<file path="src/lcd_image_pkg.sv">
package lcd_image_pkg;

    // Screen coordinate wide enough for a 480 pixel axis
    typedef logic [8:0] coord_t;

    typedef struct packed {
        logic [4:0] red;
        logic [5:0] green;
        logic [4:0] blue;
    } pixel_t;

    // Inclusive bounds
    typedef struct packed {
        coord_t x0;
        coord_t x1;
        coord_t y0;
        coord_t y1;
    } lcd_rect_t;

    typedef enum logic [1:0] {
        CMD_CONFIGURE,
        CMD_FILL_RECT,
        CMD_WRITE_RECT
    } lcd_cmd_e;

    typedef struct packed {
        lcd_cmd_e  opcode;
        lcd_rect_t rect;
        pixel_t    fill;
    } lcd_request_t;

    // rs low marks a command byte
    typedef struct packed {
        logic        rs;
        logic [15:0] data;
    } lcd_word_t;

    typedef struct packed {
        pixel_t pixel;
        logic   start;
    } image_beat_t;

    typedef enum logic [3:0] {
        ST_START,
        ST_CONFIGURE,
        ST_FILL,
        ST_IDLE,
        ST_OPEN,
        ST_TRANSFER,
        ST_DRAIN,
        ST_ABORT,
        ST_ACK
    } seq_state_e;

    localparam logic [7:0] OP_SOFT_RESET   = 8'h01;
    localparam logic [7:0] OP_DISPLAY_ON   = 8'h29;
    localparam logic [7:0] OP_COLUMN_ADDR  = 8'h2a;
    localparam logic [7:0] OP_ROW_ADDR     = 8'h2b;
    localparam logic [7:0] OP_MEMORY_WRITE = 8'h2c;

    localparam pixel_t FILL_COLOUR = 16'h0001;

    // Write strobe phases of the panel bus
    localparam int WR_LOW_CYCLES  = 2;
    localparam int WR_HIGH_CYCLES = 2;

endpackage

</file>
<file path="src/frame_sequencer.sv">
`timescale 1ns/100ps

module frame_sequencer #(
    parameter int LcdWidth      = 480,
    parameter int LcdHeight     = 320,
    parameter int ImageX        = 0,
    parameter int ImageY        = 0,
    parameter int ImageWidth    = 64,
    parameter int ImageHeight   = 64,
    parameter int TimeoutCycles = 4000
) (
    input  logic                        clock,
    input  logic                        reset,
    input  logic                        refresh_req,
    output logic                        refresh_ack,
    output lcd_image_pkg::lcd_request_t request,
    output logic                        req_valid,
    input  logic                        req_ready,
    output logic                        window_open,
    input  logic                        pixel_taken,
    input  logic                        pix_valid,
    input  logic                        pix_ready,
    output logic                        abort,
    output logic                        image_cancel,
    output logic                        configuring,
    output logic                        running,
    output logic                        busy
);

    localparam int PixelCount = ImageWidth * ImageHeight;
    localparam int CountWidth = $clog2(PixelCount + 1);
    localparam int TimerWidth = $clog2(TimeoutCycles + 1);

    localparam lcd_image_pkg::lcd_request_t ConfigRequest = '{
        opcode: lcd_image_pkg::CMD_CONFIGURE,
        rect:   '0,
        fill:   '0
    };

    // Clear the whole screen
    localparam lcd_image_pkg::lcd_request_t FillRequest = '{
        opcode: lcd_image_pkg::CMD_FILL_RECT,
        rect:   '{x0: '0, x1: 9'(LcdWidth - 1), y0: '0, y1: 9'(LcdHeight - 1)},
        fill:   lcd_image_pkg::FILL_COLOUR
    };

    localparam lcd_image_pkg::lcd_request_t WriteRequest = '{
        opcode: lcd_image_pkg::CMD_WRITE_RECT,
        rect:   '{x0: 9'(ImageX), x1: 9'(ImageX + ImageWidth - 1),
                  y0: 9'(ImageY), y1: 9'(ImageY + ImageHeight - 1)},
        fill:   '0
    };

    lcd_image_pkg::seq_state_e state;
    logic [CountWidth-1:0]     taken_count;
    logic [TimerWidth-1:0]     timer;
    logic                      activity;
    logic                      expired;
    logic                      last_pixel;

    // Any pixel moving on either side of the skid buffer keeps the frame alive
    assign activity   = pixel_taken || (pix_valid && pix_ready);
    assign expired    = !activity && (timer == '0);
    assign last_pixel = pixel_taken && (taken_count == CountWidth'(PixelCount - 1));

    always_ff @(posedge clock) begin
        if (reset) begin
            state        <= lcd_image_pkg::ST_START;
            req_valid    <= 1'b0;
            window_open  <= 1'b0;
            abort        <= 1'b0;
            image_cancel <= 1'b0;
            refresh_ack  <= 1'b0;
            configuring  <= 1'b0;
            running      <= 1'b0;
            busy         <= 1'b0;
            taken_count  <= '0;
            timer        <= '0;
        end else begin
            if (pixel_taken) begin
                taken_count <= taken_count + 1'b1;
            end
            if (activity || state == lcd_image_pkg::ST_OPEN) begin
                timer <= TimerWidth'(TimeoutCycles);
            end else if (timer != '0) begin
                timer <= timer - 1'b1;
            end

            case (state)
                lcd_image_pkg::ST_START: begin
                    configuring <= 1'b1;
                    busy        <= 1'b1;
                    request     <= ConfigRequest;
                    req_valid   <= 1'b1;
                    state       <= lcd_image_pkg::ST_CONFIGURE;
                end
                lcd_image_pkg::ST_CONFIGURE: begin
                    // Engine ready again after the handshake means the command is done
                    if (req_valid) begin
                        if (req_ready) begin
                            req_valid <= 1'b0;
                        end
                    end else if (req_ready) begin
                        request   <= FillRequest;
                        req_valid <= 1'b1;
                        state     <= lcd_image_pkg::ST_FILL;
                    end
                end
                lcd_image_pkg::ST_FILL: begin
                    if (req_valid) begin
                        if (req_ready) begin
                            req_valid <= 1'b0;
                        end
                    end else if (req_ready) begin
                        configuring <= 1'b0;
                        running     <= 1'b1;
                        busy        <= 1'b0;
                        state       <= lcd_image_pkg::ST_IDLE;
                    end
                end
                lcd_image_pkg::ST_IDLE: begin
                    if (refresh_req) begin
                        busy        <= 1'b1;
                        request     <= WriteRequest;
                        req_valid   <= 1'b1;
                        window_open <= 1'b1;
                        taken_count <= '0;
                        state       <= lcd_image_pkg::ST_OPEN;
                    end
                end
                lcd_image_pkg::ST_OPEN: begin
                    if (req_ready) begin
                        req_valid <= 1'b0;
                        state     <= lcd_image_pkg::ST_TRANSFER;
                    end
                end
                lcd_image_pkg::ST_TRANSFER: begin
                    if (last_pixel) begin
                        window_open <= 1'b0;
                        state       <= lcd_image_pkg::ST_DRAIN;
                    end else if (expired) begin
                        abort        <= 1'b1;
                        image_cancel <= 1'b1;
                        window_open  <= 1'b0;
                        state        <= lcd_image_pkg::ST_ABORT;
                    end
                end
                lcd_image_pkg::ST_DRAIN: begin
                    // Last pixels still leaving the buffer
                    if (req_ready) begin
                        refresh_ack <= 1'b1;
                        state       <= lcd_image_pkg::ST_ACK;
                    end else if (expired) begin
                        abort        <= 1'b1;
                        image_cancel <= 1'b1;
                        state        <= lcd_image_pkg::ST_ABORT;
                    end
                end
                lcd_image_pkg::ST_ABORT: begin
                    abort        <= 1'b0;
                    image_cancel <= 1'b0;
                    refresh_ack  <= 1'b1;
                    state        <= lcd_image_pkg::ST_ACK;
                end
                lcd_image_pkg::ST_ACK: begin
                    if (!refresh_req) begin
                        refresh_ack <= 1'b0;
                        busy        <= 1'b0;
                        state       <= lcd_image_pkg::ST_IDLE;
                    end
                end
                default: begin
                    state <= lcd_image_pkg::ST_START;
                end
            endcase
        end
    end

endmodule

</file>
<file path="src/pixel_skid_buffer.sv">
`timescale 1ns/100ps

module pixel_skid_buffer (
    input  logic                       clock,
    input  logic                       reset,
    input  logic                       window_open,
    input  lcd_image_pkg::image_beat_t image_beat,
    input  logic                       image_valid,
    output logic                       image_ready,
    output logic                       pixel_taken,
    output lcd_image_pkg::pixel_t      pixel,
    output logic                       pix_valid,
    input  logic                       pix_ready
);

    lcd_image_pkg::pixel_t slot [2];
    logic [1:0]            count;
    logic                  seen_start;
    logic                  window_q;
    logic                  take;
    logic                  pop;

    // Nothing is accepted in the cycle the window opens, while old contents clear
    assign image_ready = window_open && window_q && (count != 2'd2);
    assign take        = image_valid && image_ready;
    assign pixel_taken = take && (seen_start || image_beat.start);
    assign pop         = pix_valid && pix_ready;
    assign pixel       = slot[0];
    assign pix_valid   = (count != 2'd0);

    always_ff @(posedge clock) begin
        if (reset) begin
            count      <= 2'd0;
            seen_start <= 1'b0;
            window_q   <= 1'b0;
        end else begin
            window_q <= window_open;
            if (window_open && !window_q) begin
                // Leftovers of an aborted frame are dropped here
                count      <= 2'd0;
                seen_start <= 1'b0;
            end else begin
                if (pixel_taken) begin
                    seen_start <= 1'b1;
                end
                count <= count + 2'(pixel_taken) - 2'(pop);
            end
        end
    end

    always_ff @(posedge clock) begin
        if (pop) begin
            slot[0] <= slot[1];
        end
        if (pixel_taken) begin
            slot[(count == 2'd1 && !pop) ? 1 : 0] <= image_beat.pixel;
        end
    end

endmodule

</file>
<file path="src/lcd_command_engine.sv">
`timescale 1ns/100ps

module lcd_command_engine (
    input  logic                        clock,
    input  logic                        reset,
    input  lcd_image_pkg::lcd_request_t request,
    input  logic                        req_valid,
    output logic                        req_ready,
    input  lcd_image_pkg::pixel_t       pixel,
    input  logic                        pix_valid,
    output logic                        pix_ready,
    input  logic                        abort,
    output lcd_image_pkg::lcd_word_t    word,
    output logic                        word_valid,
    input  logic                        word_ready,
    output logic                        frame_end
);

    typedef enum logic [1:0] {
        E_IDLE,
        E_HEADER,
        E_DATA,
        E_END
    } engine_state_e;

    engine_state_e               state;
    lcd_image_pkg::lcd_request_t cmd;
    logic [2:0]                  step;
    logic [19:0]                 remaining;
    logic                        word_move;
    logic                        last_header;
    logic                        is_write;

    // Command bytes and window coordinates ahead of the pixel data
    function automatic lcd_image_pkg::lcd_word_t header_word(
        input lcd_image_pkg::lcd_request_t c,
        input logic [2:0]                  s
    );
        lcd_image_pkg::lcd_word_t w;
        w.rs   = 1'b1;
        w.data = '0;
        if (c.opcode == lcd_image_pkg::CMD_CONFIGURE) begin
            w.rs        = 1'b0;
            w.data[7:0] = (s == 3'd0) ? lcd_image_pkg::OP_SOFT_RESET
                                      : lcd_image_pkg::OP_DISPLAY_ON;
        end else begin
            case (s)
                3'd0: begin
                    w.rs        = 1'b0;
                    w.data[7:0] = lcd_image_pkg::OP_COLUMN_ADDR;
                end
                3'd1: w.data[8:0] = c.rect.x0;
                3'd2: w.data[8:0] = c.rect.x1;
                3'd3: begin
                    w.rs        = 1'b0;
                    w.data[7:0] = lcd_image_pkg::OP_ROW_ADDR;
                end
                3'd4: w.data[8:0] = c.rect.y0;
                3'd5: w.data[8:0] = c.rect.y1;
                default: begin
                    w.rs        = 1'b0;
                    w.data[7:0] = lcd_image_pkg::OP_MEMORY_WRITE;
                end
            endcase
        end
        return w;
    endfunction

    assign is_write    = (cmd.opcode == lcd_image_pkg::CMD_WRITE_RECT);
    assign last_header = (cmd.opcode == lcd_image_pkg::CMD_CONFIGURE) ? (step == 3'd1)
                                                                       : (step == 3'd6);
    assign word_move   = word_valid && word_ready;
    assign req_ready   = (state == E_IDLE);
    assign pix_ready   = (state == E_DATA) && is_write && word_ready;
    // Bus must be idle so cs never rises under a low strobe
    assign frame_end   = (state == E_END) && word_ready;

    always_comb begin
        word       = header_word(cmd, step);
        word_valid = 1'b0;
        case (state)
            E_HEADER: word_valid = 1'b1;
            E_DATA: begin
                word.rs    = 1'b1;
                word.data  = is_write ? pixel : cmd.fill;
                word_valid = is_write ? pix_valid : 1'b1;
            end
            default: word_valid = 1'b0;
        endcase
    end

    always_ff @(posedge clock) begin
        if (reset) begin
            state <= E_IDLE;
        end else begin
            case (state)
                E_IDLE: begin
                    if (req_valid) begin
                        state <= E_HEADER;
                    end
                end
                E_HEADER: begin
                    if (abort) begin
                        state <= E_END;
                    end else if (word_move && last_header) begin
                        state <= is_write || cmd.opcode == lcd_image_pkg::CMD_FILL_RECT
                                 ? E_DATA : E_END;
                    end
                end
                E_DATA: begin
                    if (abort || (word_move && remaining == 20'd1)) begin
                        state <= E_END;
                    end
                end
                default: begin
                    if (word_ready) begin
                        state <= E_IDLE;
                    end
                end
            endcase
        end
    end

    always_ff @(posedge clock) begin
        if (state == E_IDLE && req_valid) begin
            cmd       <= request;
            step      <= 3'd0;
            remaining <= ({1'b0, request.rect.x1} - {1'b0, request.rect.x0} + 10'd1)
                       * ({1'b0, request.rect.y1} - {1'b0, request.rect.y0} + 10'd1);
        end else if (word_move) begin
            if (state == E_HEADER) begin
                step <= step + 3'd1;
            end else begin
                remaining <= remaining - 20'd1;
            end
        end
    end

endmodule

</file>
<file path="src/lcd_bus_writer.sv">
`timescale 1ns/100ps

module lcd_bus_writer (
    input  logic                     clock,
    input  logic                     reset,
    input  lcd_image_pkg::lcd_word_t word,
    input  logic                     word_valid,
    output logic                     word_ready,
    input  logic                     frame_end,
    output logic [15:0]              lcd_db,
    output logic                     lcd_rs,
    output logic                     lcd_wr,
    output logic                     lcd_cs
);

    localparam int PhaseCycles = lcd_image_pkg::WR_LOW_CYCLES + lcd_image_pkg::WR_HIGH_CYCLES;
    localparam int PhaseWidth  = $clog2(PhaseCycles + 1);

    logic [PhaseWidth-1:0] phase;
    logic                  accept;

    assign word_ready = (phase == '0);
    assign accept     = word_valid && word_ready;

    always_ff @(posedge clock) begin
        if (reset) begin
            phase  <= '0;
            lcd_wr <= 1'b1;
            lcd_cs <= 1'b1;
        end else if (accept) begin
            phase  <= PhaseWidth'(PhaseCycles);
            lcd_wr <= 1'b0;
            lcd_cs <= 1'b0;
        end else begin
            if (phase != '0) begin
                phase <= phase - 1'b1;
            end
            // Rising strobe latches the word into the panel
            if (phase == PhaseWidth'(lcd_image_pkg::WR_HIGH_CYCLES + 1)) begin
                lcd_wr <= 1'b1;
            end
            if (frame_end) begin
                lcd_cs <= 1'b1;
            end
        end
    end

    always_ff @(posedge clock) begin
        if (accept) begin
            lcd_db <= word.data;
            lcd_rs <= word.rs;
        end
    end

endmodule

</file>
<file path="src/lcd_image_top.sv">
`timescale 1ns/100ps

module lcd_image_top #(
    parameter int LcdWidth      = 480,
    parameter int LcdHeight     = 320,
    parameter int ImageX        = 0,
    parameter int ImageY        = 0,
    parameter int ImageWidth    = 64,
    parameter int ImageHeight   = 64,
    parameter int TimeoutCycles = 4000
) (
    input  logic                       clock,
    input  logic                       reset,
    input  logic                       refresh_req,
    output logic                       refresh_ack,
    input  lcd_image_pkg::image_beat_t image_beat,
    input  logic                       image_valid,
    output logic                       image_ready,
    output logic                       image_cancel,
    output logic [15:0]                lcd_db,
    output logic                       lcd_rs,
    output logic                       lcd_wr,
    output logic                       lcd_cs,
    output logic                       configuring,
    output logic                       running,
    output logic                       busy
);

    lcd_image_pkg::lcd_request_t request;
    logic                        req_valid;
    logic                        req_ready;
    logic                        window_open;
    logic                        pixel_taken;
    lcd_image_pkg::pixel_t       pixel;
    logic                        pix_valid;
    logic                        pix_ready;
    logic                        abort;
    lcd_image_pkg::lcd_word_t    word;
    logic                        word_valid;
    logic                        word_ready;
    logic                        frame_end;

    frame_sequencer #(
        .LcdWidth      (LcdWidth),
        .LcdHeight     (LcdHeight),
        .ImageX        (ImageX),
        .ImageY        (ImageY),
        .ImageWidth    (ImageWidth),
        .ImageHeight   (ImageHeight),
        .TimeoutCycles (TimeoutCycles)
    ) sequencer0 (
        .clock        (clock),
        .reset        (reset),
        .refresh_req  (refresh_req),
        .refresh_ack  (refresh_ack),
        .request      (request),
        .req_valid    (req_valid),
        .req_ready    (req_ready),
        .window_open  (window_open),
        .pixel_taken  (pixel_taken),
        .pix_valid    (pix_valid),
        .pix_ready    (pix_ready),
        .abort        (abort),
        .image_cancel (image_cancel),
        .configuring  (configuring),
        .running      (running),
        .busy         (busy)
    );

    pixel_skid_buffer skid0 (
        .clock       (clock),
        .reset       (reset),
        .window_open (window_open),
        .image_beat  (image_beat),
        .image_valid (image_valid),
        .image_ready (image_ready),
        .pixel_taken (pixel_taken),
        .pixel       (pixel),
        .pix_valid   (pix_valid),
        .pix_ready   (pix_ready)
    );

    lcd_command_engine engine0 (
        .clock      (clock),
        .reset      (reset),
        .request    (request),
        .req_valid  (req_valid),
        .req_ready  (req_ready),
        .pixel      (pixel),
        .pix_valid  (pix_valid),
        .pix_ready  (pix_ready),
        .abort      (abort),
        .word       (word),
        .word_valid (word_valid),
        .word_ready (word_ready),
        .frame_end  (frame_end)
    );

    lcd_bus_writer writer0 (
        .clock      (clock),
        .reset      (reset),
        .word       (word),
        .word_valid (word_valid),
        .word_ready (word_ready),
        .frame_end  (frame_end),
        .lcd_db     (lcd_db),
        .lcd_rs     (lcd_rs),
        .lcd_wr     (lcd_wr),
        .lcd_cs     (lcd_cs)
    );

endmodule

</file>
<file path="config.mk">
export PLATFORM = sky130hd
export DESIGN_NAME = lcd_image_top
export DESIGN_NICKNAME = d
export VERILOG_FILES = /design/src/lcd_image_pkg.sv /design/src/frame_sequencer.sv /design/src/pixel_skid_buffer.sv /design/src/lcd_command_engine.sv /design/src/lcd_bus_writer.sv /design/src/lcd_image_top.sv
export SDC_FILE = /design/constraint.sdc
export NUM_CORES = 1
export LEC_CHECK = 0
export BUFFER_PORTS_ARGS = -buffer_cell sky130_fd_sc_hd__buf_2
export CAP_MARGIN = 10
export CORE_MARGIN = 2
export CORE_UTILIZATION = 65
export DETAILED_ROUTE_END_ITERATION = 10
export GPL_ROUTABILITY_DRIVEN = 1
export GPL_TIMING_DRIVEN = 0
export PLACE_DENSITY = 0.9
export SLEW_MARGIN = 10
export SYNTH_ARGS = -nofsm -noshare
export SYNTH_HDL_FRONTEND = slang
export SYNTH_SLANG_ARGS = --single-unit
</file>
<file path="constraint.sdc">
create_clock -name clock -period 9.7 [get_ports clock]
set_input_delay 0.97 -clock clock [delete_from_list [all_inputs] [get_ports clock]]
set_output_delay 0.97 -clock clock [all_outputs]
set_load 0.02 [all_outputs]
</file>
==> impl_metrics.py, run 1 <==
metrics = {
    "worst_setup_path": {
        "critical_path_class": "reg -> reg",
        "cpMaxStageDelayCell": "sky130_fd_sc_hd__a2111oi_0",
        "worstPathRequired_ns": 9.84,
        "ordered_cell_list_for_the_critical_path": "inv_1 -> ha_1 -> clkbuf_1 -> nor2b_1 -> o21ai_0 -> a2111oi_0",
        "worst-endpoint-arrival_ns": 3.09,
        "slowest_delay_ns": 0.92,
        "worstSetupStartpointType": "register",
        "endpoint_kind": "register",
        "crit_fanout": 10,
    },
    "die": {
        "placement_rows": 36,
        "die_y_um": 104.1,
        "die_area_um2": 10850,
        "die_x_um": 104.1,
        "starting_density": 0.6669,
        "io-pin-count": 46,
        "core_region_area_um2": 9774,
    },
    "logic_synthesis": {
        "post_synth_inst_count": 613,
        "synthesis.nets": 674,
        "syn_area_per_cell_um2": 10.63,
        "ys_ff_latch": 126,
        "synth-edff-count": 75,
        "synth_ff_type": "sky130_fd_sc_hd__edfxtp_1",
        "ys_async_sr_fraction": 0,
        "synthesis.yosys.warnings": 0,
        "synthesis.area_um2": 6519,
        "synth.yosys.seq_area_share": 0.5021,
        "synth_cell_type_count": 68,
    },
    "cts": {
        "cts_buffer_depth": 2,
        "cts-buffers-inserted": 17,
        "cts.hold.buffers_added": 0,
        "cts_resized": 0,
        "tritoncts": "done",
        "clock_tree.htree_level_count": 4,
        "cts_root_buffer": "sky130_fd_sc_hd__clkbuf_8",
        "tritoncts_num_sinks": 126,
        "clk_pin_slew_worst_paths_ns": 0.06,
        "worst_skew_pair.late_latency_ns": 0.52,
        "cts.repair_timing.setup_buffer_count": 0,
    },
    "detailed_routing": {
        "first_iter_violations": 298,
        "topRoutingLayerUsed": "met4",
        "met1_length_um": 5787,
        "drt_first_pass_iters": 5,
        "wl_per_cell_um": 17.72,
        "drt-vias-per-instance": 6.059,
        "drc": 0,
        "met2_wirelength_um": 7524,
        "dr_wl_met3_um": 916,
        "detailroute.via_count": 4993,
        "drt_wl_total_um": 14600,
        "route.antenna.remaining_nets": 0,
    },
    "sta": {
        "setup_viol_count_final": 0,
        "maxSlewHeadroom": 0.3171,
        "skew_ns": 0.007966,
        "timing_max_transition_violations_final": 0,
        "worstMarginPinSlew_ns": 0.9986,
        "period_share": 0.3035,
        "hold_viol_final": 0,
        "post_layout_worst_setup_margin_ns": 6.756,
        "final_period_minus_worst_setup_slack_ns": 2.944,
        "hold-worst-slack_ns": 0.4728,
        "setup_total_negative_slack_ns": 0,
        "grt_setup_unrepaired": "false",
        "fmax_mhz": 339.7,
    },
    "placed_design": {
        "buffer_ports.inserted": 44,
        "place_area_um2": 6934,
        "gpl.final_weighted_congestion": 0.9349,
        "place_worst_setup_slack_ns": 6.470,
        "dp_hpwl_um": 9849,
    },
    "pwr": {
        "power_switching_mw": 0.8384,
        "comb_power_share": 0.341,
        "power.sequential.fraction": 0.381,
        "power.density_cell_area_nw_per_um2": 300.4,
        "p_leak_nw": 2.891,
        "cell_internal_pwr_mw": 1.420,
        "sw_frac_of_total": 0.3711,
        "vdd_drop_max_uv": 170.8,
        "share_clk_of_total_power": 0.279,
    },
    "cells_and_area": {
        "finalNetCount": 739,
        "most_used_cells_in_the_layout_excluding_fill_and_tap_cells": "sky130_fd_sc_hd__edfxtp_1 (75), sky130_fd_sc_hd__nor2_1 (58), sky130_fd_sc_hd__dfxtp_1 (51)",
        "layout.core_utilization": 0.7692,
        "syn_to_final_growth_pct": 15.34,
        "antenna_cells": 0,
        "finalInstanceArea_um2": 7518,
        "layout-drive-gt1-share": 0.1621,
        "fillerInstances": 608,
        "leading_cell_type_in_the_layout_fill_and_taps_excluded": "sky130_fd_sc_hd__edfxtp_1",
    },
    "grt": {
        "first_global_vias": 5084,
        "grt_pass1_wl_um": 24520,
        "antenna_found_initial": 0,
        "overall_global_routing_resource_usage": 0.2844,
        "grt_max_degree": 21,
        "globalRoute.totalOverflow": 0,
    },
    "worst_hold_path": {
        "min-delay-path-class": "reg -> reg",
    },
    "status": {
        "result_of_the_run": "completed",
    },
    "flow_run": {
        "drv_cap": 0,
    },
}
routing by layer:
| layer | global-route usage | up-vias |
|---|---|---|
| li1 | - | 2364 |
| met1 | 0.3407 | 2361 |
| met2 | 0.4901 | 229 |
| met3 | 0.06767 | 39 |
| met4 | 0.1226 | 0 |
| met5 | 0 | - |
power by group through the flow:
stage	clock network, mW	registers, mW	logic [mW]
4_1_cts	0.632	0.856	0.761
6_report	0.629	0.860	0.770
3_5_place_dp	0	0.864	0.740
5_1_grt	0.657	0.874	0.853
3_3_place_gp	0	0.853	0.694
2_1_floorplan	0	0.853	0.547
synthesized netlist by cell type (6+ instances only):
cell                       instances  area (µm²)
sky130_fd_sc_hd__o21a_1            6       45.04
sky130_fd_sc_hd__o21ai_0          26       130.1
sky130_fd_sc_hd__clkbuf_1         16       60.06
sky130_fd_sc_hd__edfxtp_1         75        2252
sky130_fd_sc_hd__nand2_1          35       131.4
sky130_fd_sc_hd__inv_1            30       112.6
sky130_fd_sc_hd__xnor2_1          17       148.9
sky130_fd_sc_hd__o31ai_1           8       60.06
sky130_fd_sc_hd__nor2_1           59       221.5
sky130_fd_sc_hd__mux2_2           17       191.4
sky130_fd_sc_hd__dfxtp_1          51        1021
sky130_fd_sc_hd__nor4_1            8       50.05
sky130_fd_sc_hd__nor3_1           18       90.09
sky130_fd_sc_hd__a21oi_1          32       160.2
sky130_fd_sc_hd__nand3_1          17       85.08
sky130_fd_sc_hd__nand4_1           9       56.30
sky130_fd_sc_hd__a21o_1            8       60.06
sky130_fd_sc_hd__and3_1           13       81.33
sky130_fd_sc_hd__mux2i_1           6       60.06
sky130_fd_sc_hd__nor2b_1          12       75.07
sky130_fd_sc_hd__xor2_1           26       227.7
sky130_fd_sc_hd__ha_1             39       488.0
metrics by stage:
| step | instances | power, mW |
|---|---|---|
| 6_report | 824 | 2.259 |
| 5_1_grt | 824 | 2.384 |
| 4_1_cts | 824 | 2.248 |
| 3_5_place_dp | 792 | 1.603 |
| 3_3_place_gp | 790 | 1.547 |
| 2_1_floorplan | 613 | 1.399 |
state kept, by name, indices dropped and copies added, names as in the netlist, 2 cells and up, named ones only:
register,flops
engine0.remaining,19
writer0.phase,3
sequencer0.timer,12
engine0.state,2
skid0.count,2
engine0.step,3
engine0.cmd,3
sequencer0.state,4
skid0.slot,32
sequencer0.request,3
sequencer0.taken_count,13
writer0.lcd_db,16
final timing paths:
check / slack, ns / startpoint / depth (start not counted) / endpoint
max: 6.76 / engine0.state[1] / 6 / sequencer0.request[41]
min reg2reg: 0.47 / skid0.seen_start / 1 / skid0.seen_start
max reg2reg: 6.76 / engine0.state[1] / 6 / sequencer0.request[41]
min: 0.47 / skid0.seen_start / 1 / skid0.seen_start
critical path: cells and delay by family, from the launching register on:
family | cells | cell delay [ns]
adders and majority gates | 1 | 0.22
DFF | 1 | 0.34
buffers and inverters | 2 | 0.53
AOI/OAI and AO/OA | 2 | 1.08
and+or+nand+nor | 1 | 0.38
kinds of logic (layout without fill, tap and decap cells):
kind of cell | Yosys count | in the layout | share of synthesized area
simple gates | 209 | 209 | 0.1727
fa+ha+maj | 40 | 40 | 0.07793
buf+inv | 57 | 135 | 0.03493
other cells | 1 | 1 | 0.0005753
flops | 126 | 126 | 0.5021
xor+xnor | 43 | 43 | 0.05777
mux | 23 | 23 | 0.03858
compound gates | 114 | 114 | 0.1154
final cells by class:
| class | count | area, µm² | area share |
|---|---|---|---|
| inverters | 32 | 120.1 | 0.01598 |
| repair buffers | 46 | 240.2 | 0.03195 |
| flip-flops and latches | 126 | 3273 | 0.4353 |
| multi-input cells | 430 | 3027 | 0.4026 |
| plain buffers | 25 | 107.6 | 0.01431 |
| clock inverters | 15 | 170.2 | 0.02263 |
| clock buffers | 17 | 414.1 | 0.05508 |
| well taps | 133 | 166.4 | 0.02213 |
No activity file was read; power rests on OpenSTA's default activity.
==> inputs of run 2 (changes only) <==
--- a/config.mk
+++ b/config.mk
@@ -8,11 +8,11 @@
 export BUFFER_PORTS_ARGS = -buffer_cell sky130_fd_sc_hd__buf_2
 export CAP_MARGIN = 10
 export CORE_MARGIN = 2
-export CORE_UTILIZATION = 65
+export CORE_UTILIZATION = 61
 export DETAILED_ROUTE_END_ITERATION = 10
 export GPL_ROUTABILITY_DRIVEN = 1
 export GPL_TIMING_DRIVEN = 0
-export PLACE_DENSITY = 0.9
+export PLACE_DENSITY = 0.85
 export SLEW_MARGIN = 10
 export SYNTH_ARGS = -nofsm -noshare
 export SYNTH_HDL_FRONTEND = slang
==> constraint.sdc (replaced) <==
create_clock -name clock -period 3.1 [get_ports clock]
set_input_delay 0.31 -clock clock [delete_from_list [all_inputs] [get_ports clock]]
set_output_delay 0.31 -clock clock [all_outputs]
set_load 0.02 [all_outputs]
==> run 2 against run 1 <==
Sequential cell count unchanged. Clock-buffer cell count increased by 1. Core utilization decreased by 2.5 points. Critical path type unchanged.
==> impl_metrics.py, run 2 (same netlist as run 1, synthesis figures left out) <==
metrics = {
    "status": {
        "result_of_the_run": "completed",
    },
    "cells_and_area": {
        "largest_register_ffs": 32,
        "largest_registers": "skid0.slot (32), engine0.remaining (19), writer0.lcd_db (16)",
        "antenna_cells": 0,
        "layout.core_utilization": 0.7447,
        "finalNetCount": 755,
        "finalInstanceArea_um2": 7722,
        "top_register": "skid0.slot",
        "syn_to_final_growth_pct": 18.46,
        "most_used_cells_in_the_layout_excluding_fill_and_tap_cells": "sky130_fd_sc_hd__edfxtp_1 (75), sky130_fd_sc_hd__nor2_1 (58), sky130_fd_sc_hd__dfxtp_1 (51)",
        "area.sequential_um2": 3273,
        "leading_cell_type_in_the_layout_fill_and_taps_excluded": "sky130_fd_sc_hd__edfxtp_1",
        "layout-drive-gt1-share": 0.1598,
        "multi_input_area_um2": 3035,
        "fillerInstances": 680,
    },
    "worst_setup_path": {
        "ff2ff_setup_slack_ns": 0.12,
        "worst-endpoint-arrival_ns": 3.13,
        "critical_path_class": "reg -> reg",
        "endpoint_kind": "register",
        "worstPathRequired_ns": 3.25,
        "crit_fanout": 10,
        "reg2reg_from": "engine0.state[0]",
        "worst_r2r_path_depth": 6,
        "worstSetupStartpointType": "register",
        "timing.rr.end": "sequencer0.request[39]",
    },
    "grt": {
        "overall_global_routing_resource_usage": 0.2849,
        "antenna_found_initial": 0,
        "first_global_vias": 5164,
        "grt_pass1_wl_um": 25160,
        "grt_max_degree": 21,
        "globalRoute.totalOverflow": 0,
    },
    "sta": {
        "fmax_mhz": 336.1,
        "timing_max_transition_violations_final": 0,
        "worstMarginPinSlew_ns": 1.039,
        "period_share": 0.9599,
        "setup_total_negative_slack_ns": 0,
        "setup_viol_count_final": 0,
        "post_layout_worst_setup_margin_ns": 0.1244,
        "grt_setup_unrepaired": "false",
        "hold_viol_final": 0,
        "maxSlewHeadroom": 0.2895,
        "final_period_minus_worst_setup_slack_ns": 2.976,
        "skew_ns": 0.01423,
    },
    "detailed_routing": {
        "drc": 0,
        "drt-vias-per-instance": 6.065,
        "drt_wl_total_um": 15380,
        "wl_per_cell_um": 18.25,
        "detailroute.via_count": 5113,
        "first_iter_violations": 300,
        "drt_first_pass_iters": 5,
        "route.antenna.remaining_nets": 0,
    },
    "flow_run": {
        "drv_cap": 0,
    },
    "die": {
        "die_y_um": 107.4,
        "io-pin-count": 46,
        "die_x_um": 107.4,
        "core_region_area_um2": 10370,
        "starting_density": 0.6286,
        "die_area_um2": 11530,
        "placement_rows": 37,
    },
    "worst_hold_path": {
        "timing.hold.worst_endpoint": "sequencer0.state[2]",
        "min-delay-path-class": "in -> reg",
        "hold_path_startpoint": "reset",
        "worst_hold_path.num_cells": 2,
    },
    "placed_design": {
        "buffer_ports.inserted": 44,
        "dp_hpwl_um": 9787,
        "place_area_um2": 6953,
        "place_worst_setup_slack_ns": 0.2620,
        "gpl.final_weighted_congestion": 0.8787,
    },
    "cts": {
        "clock_tree.htree_level_count": 4,
        "cts_resized": 0,
        "cts_root_buffer": "sky130_fd_sc_hd__clkbuf_8",
        "tritoncts": "done",
        "tritoncts_num_sinks": 126,
        "cts_buffer_depth": 2,
        "worst_skew_pair.late_latency_ns": 0.54,
        "cts.repair_timing.setup_buffer_count": 0,
        "cts-buffers-inserted": 17,
        "clk_pin_slew_worst_paths_ns": 0.06,
    },
    "pwr": {
        "p_leak_nw": 2.978,
        "power.density_cell_area_nw_per_um2": 928.5,
        "vdd_drop_max_uv": 430.1,
    },
}
## run 2: timing repair
action	CTS	global route
hold endpoints to repair	16	0
setup endpoints to repair	0	0
hold buffers	16	0
## run 2: worst max-delay path by stage
stage,from,endpoint,slack (ns),cells after the start
after floorplan,engine0.cmd[41],register,0.41,7
after global placement,engine0.cmd[41],register,-0.35,7
after detailed placement,engine0.state[0],sequencer0.request[39],0.26,6
after CTS,engine0.state[0],sequencer0.request[41],0.23,6
after global routing,engine0.state[0],sequencer0.request[38],0.05,6
final,engine0.state[0],sequencer0.request[39],0.12,6
## run 2: critical path, cell delays in order (launching register included)
cell                        delay, ns
sky130_fd_sc_hd__dfxtp_1         0.36
sky130_fd_sc_hd__inv_1           0.12
sky130_fd_sc_hd__ha_1            0.22
sky130_fd_sc_hd__clkbuf_1        0.41
sky130_fd_sc_hd__nor2b_1         0.42
sky130_fd_sc_hd__o21ai_0         0.14
sky130_fd_sc_hd__a2111oi_0       0.92
## run 2: per-layer routing
layer | global-route usage | vias up | routed length, µm
li1 | - | 2389 | -
met4 | 0.1264 | 0 | 461
met3 | 0.07082 | 37 | 987
met1 | 0.3315 | 2478 | 5903
met2 | 0.4973 | 209 | 8031
met5 | 0 | - | 0
## run 2: layout make-up
cell class,instances,area share
inverters,32,0.01555
well taps,136,0.02203
plain buffers,25,0.01393
clock buffers,18,0.05412
flip-flops and latches,126,0.4238
repair buffers,62,0.05266
clock inverters,14,0.02479
multi-input cells,430,0.3931
## run 2: report_power, final
part / leakage (nW) / internal [mW] / total (mW) / switching, mW
logic: 1.57 / 0.943 / 2.42 / 1.48
registers: 1.10 / 2.29 / 2.69 / 0.391
clock network: 0.301 / 1.31 / 2.06 / 0.755
total: 2.98 / 4.55 / 7.17 / 2.63
## run 2: metrics by stage
stage               hold WS, ns  std cells  power, mW
finish                  0.09863        843      7.170
floorplan                0.4089        613      4.379
CTS                     0.08584        843      7.103
global placement         0.4483        793      4.866
global route             0.1181        843      7.576
detailed placement       0.4634        795      5.014
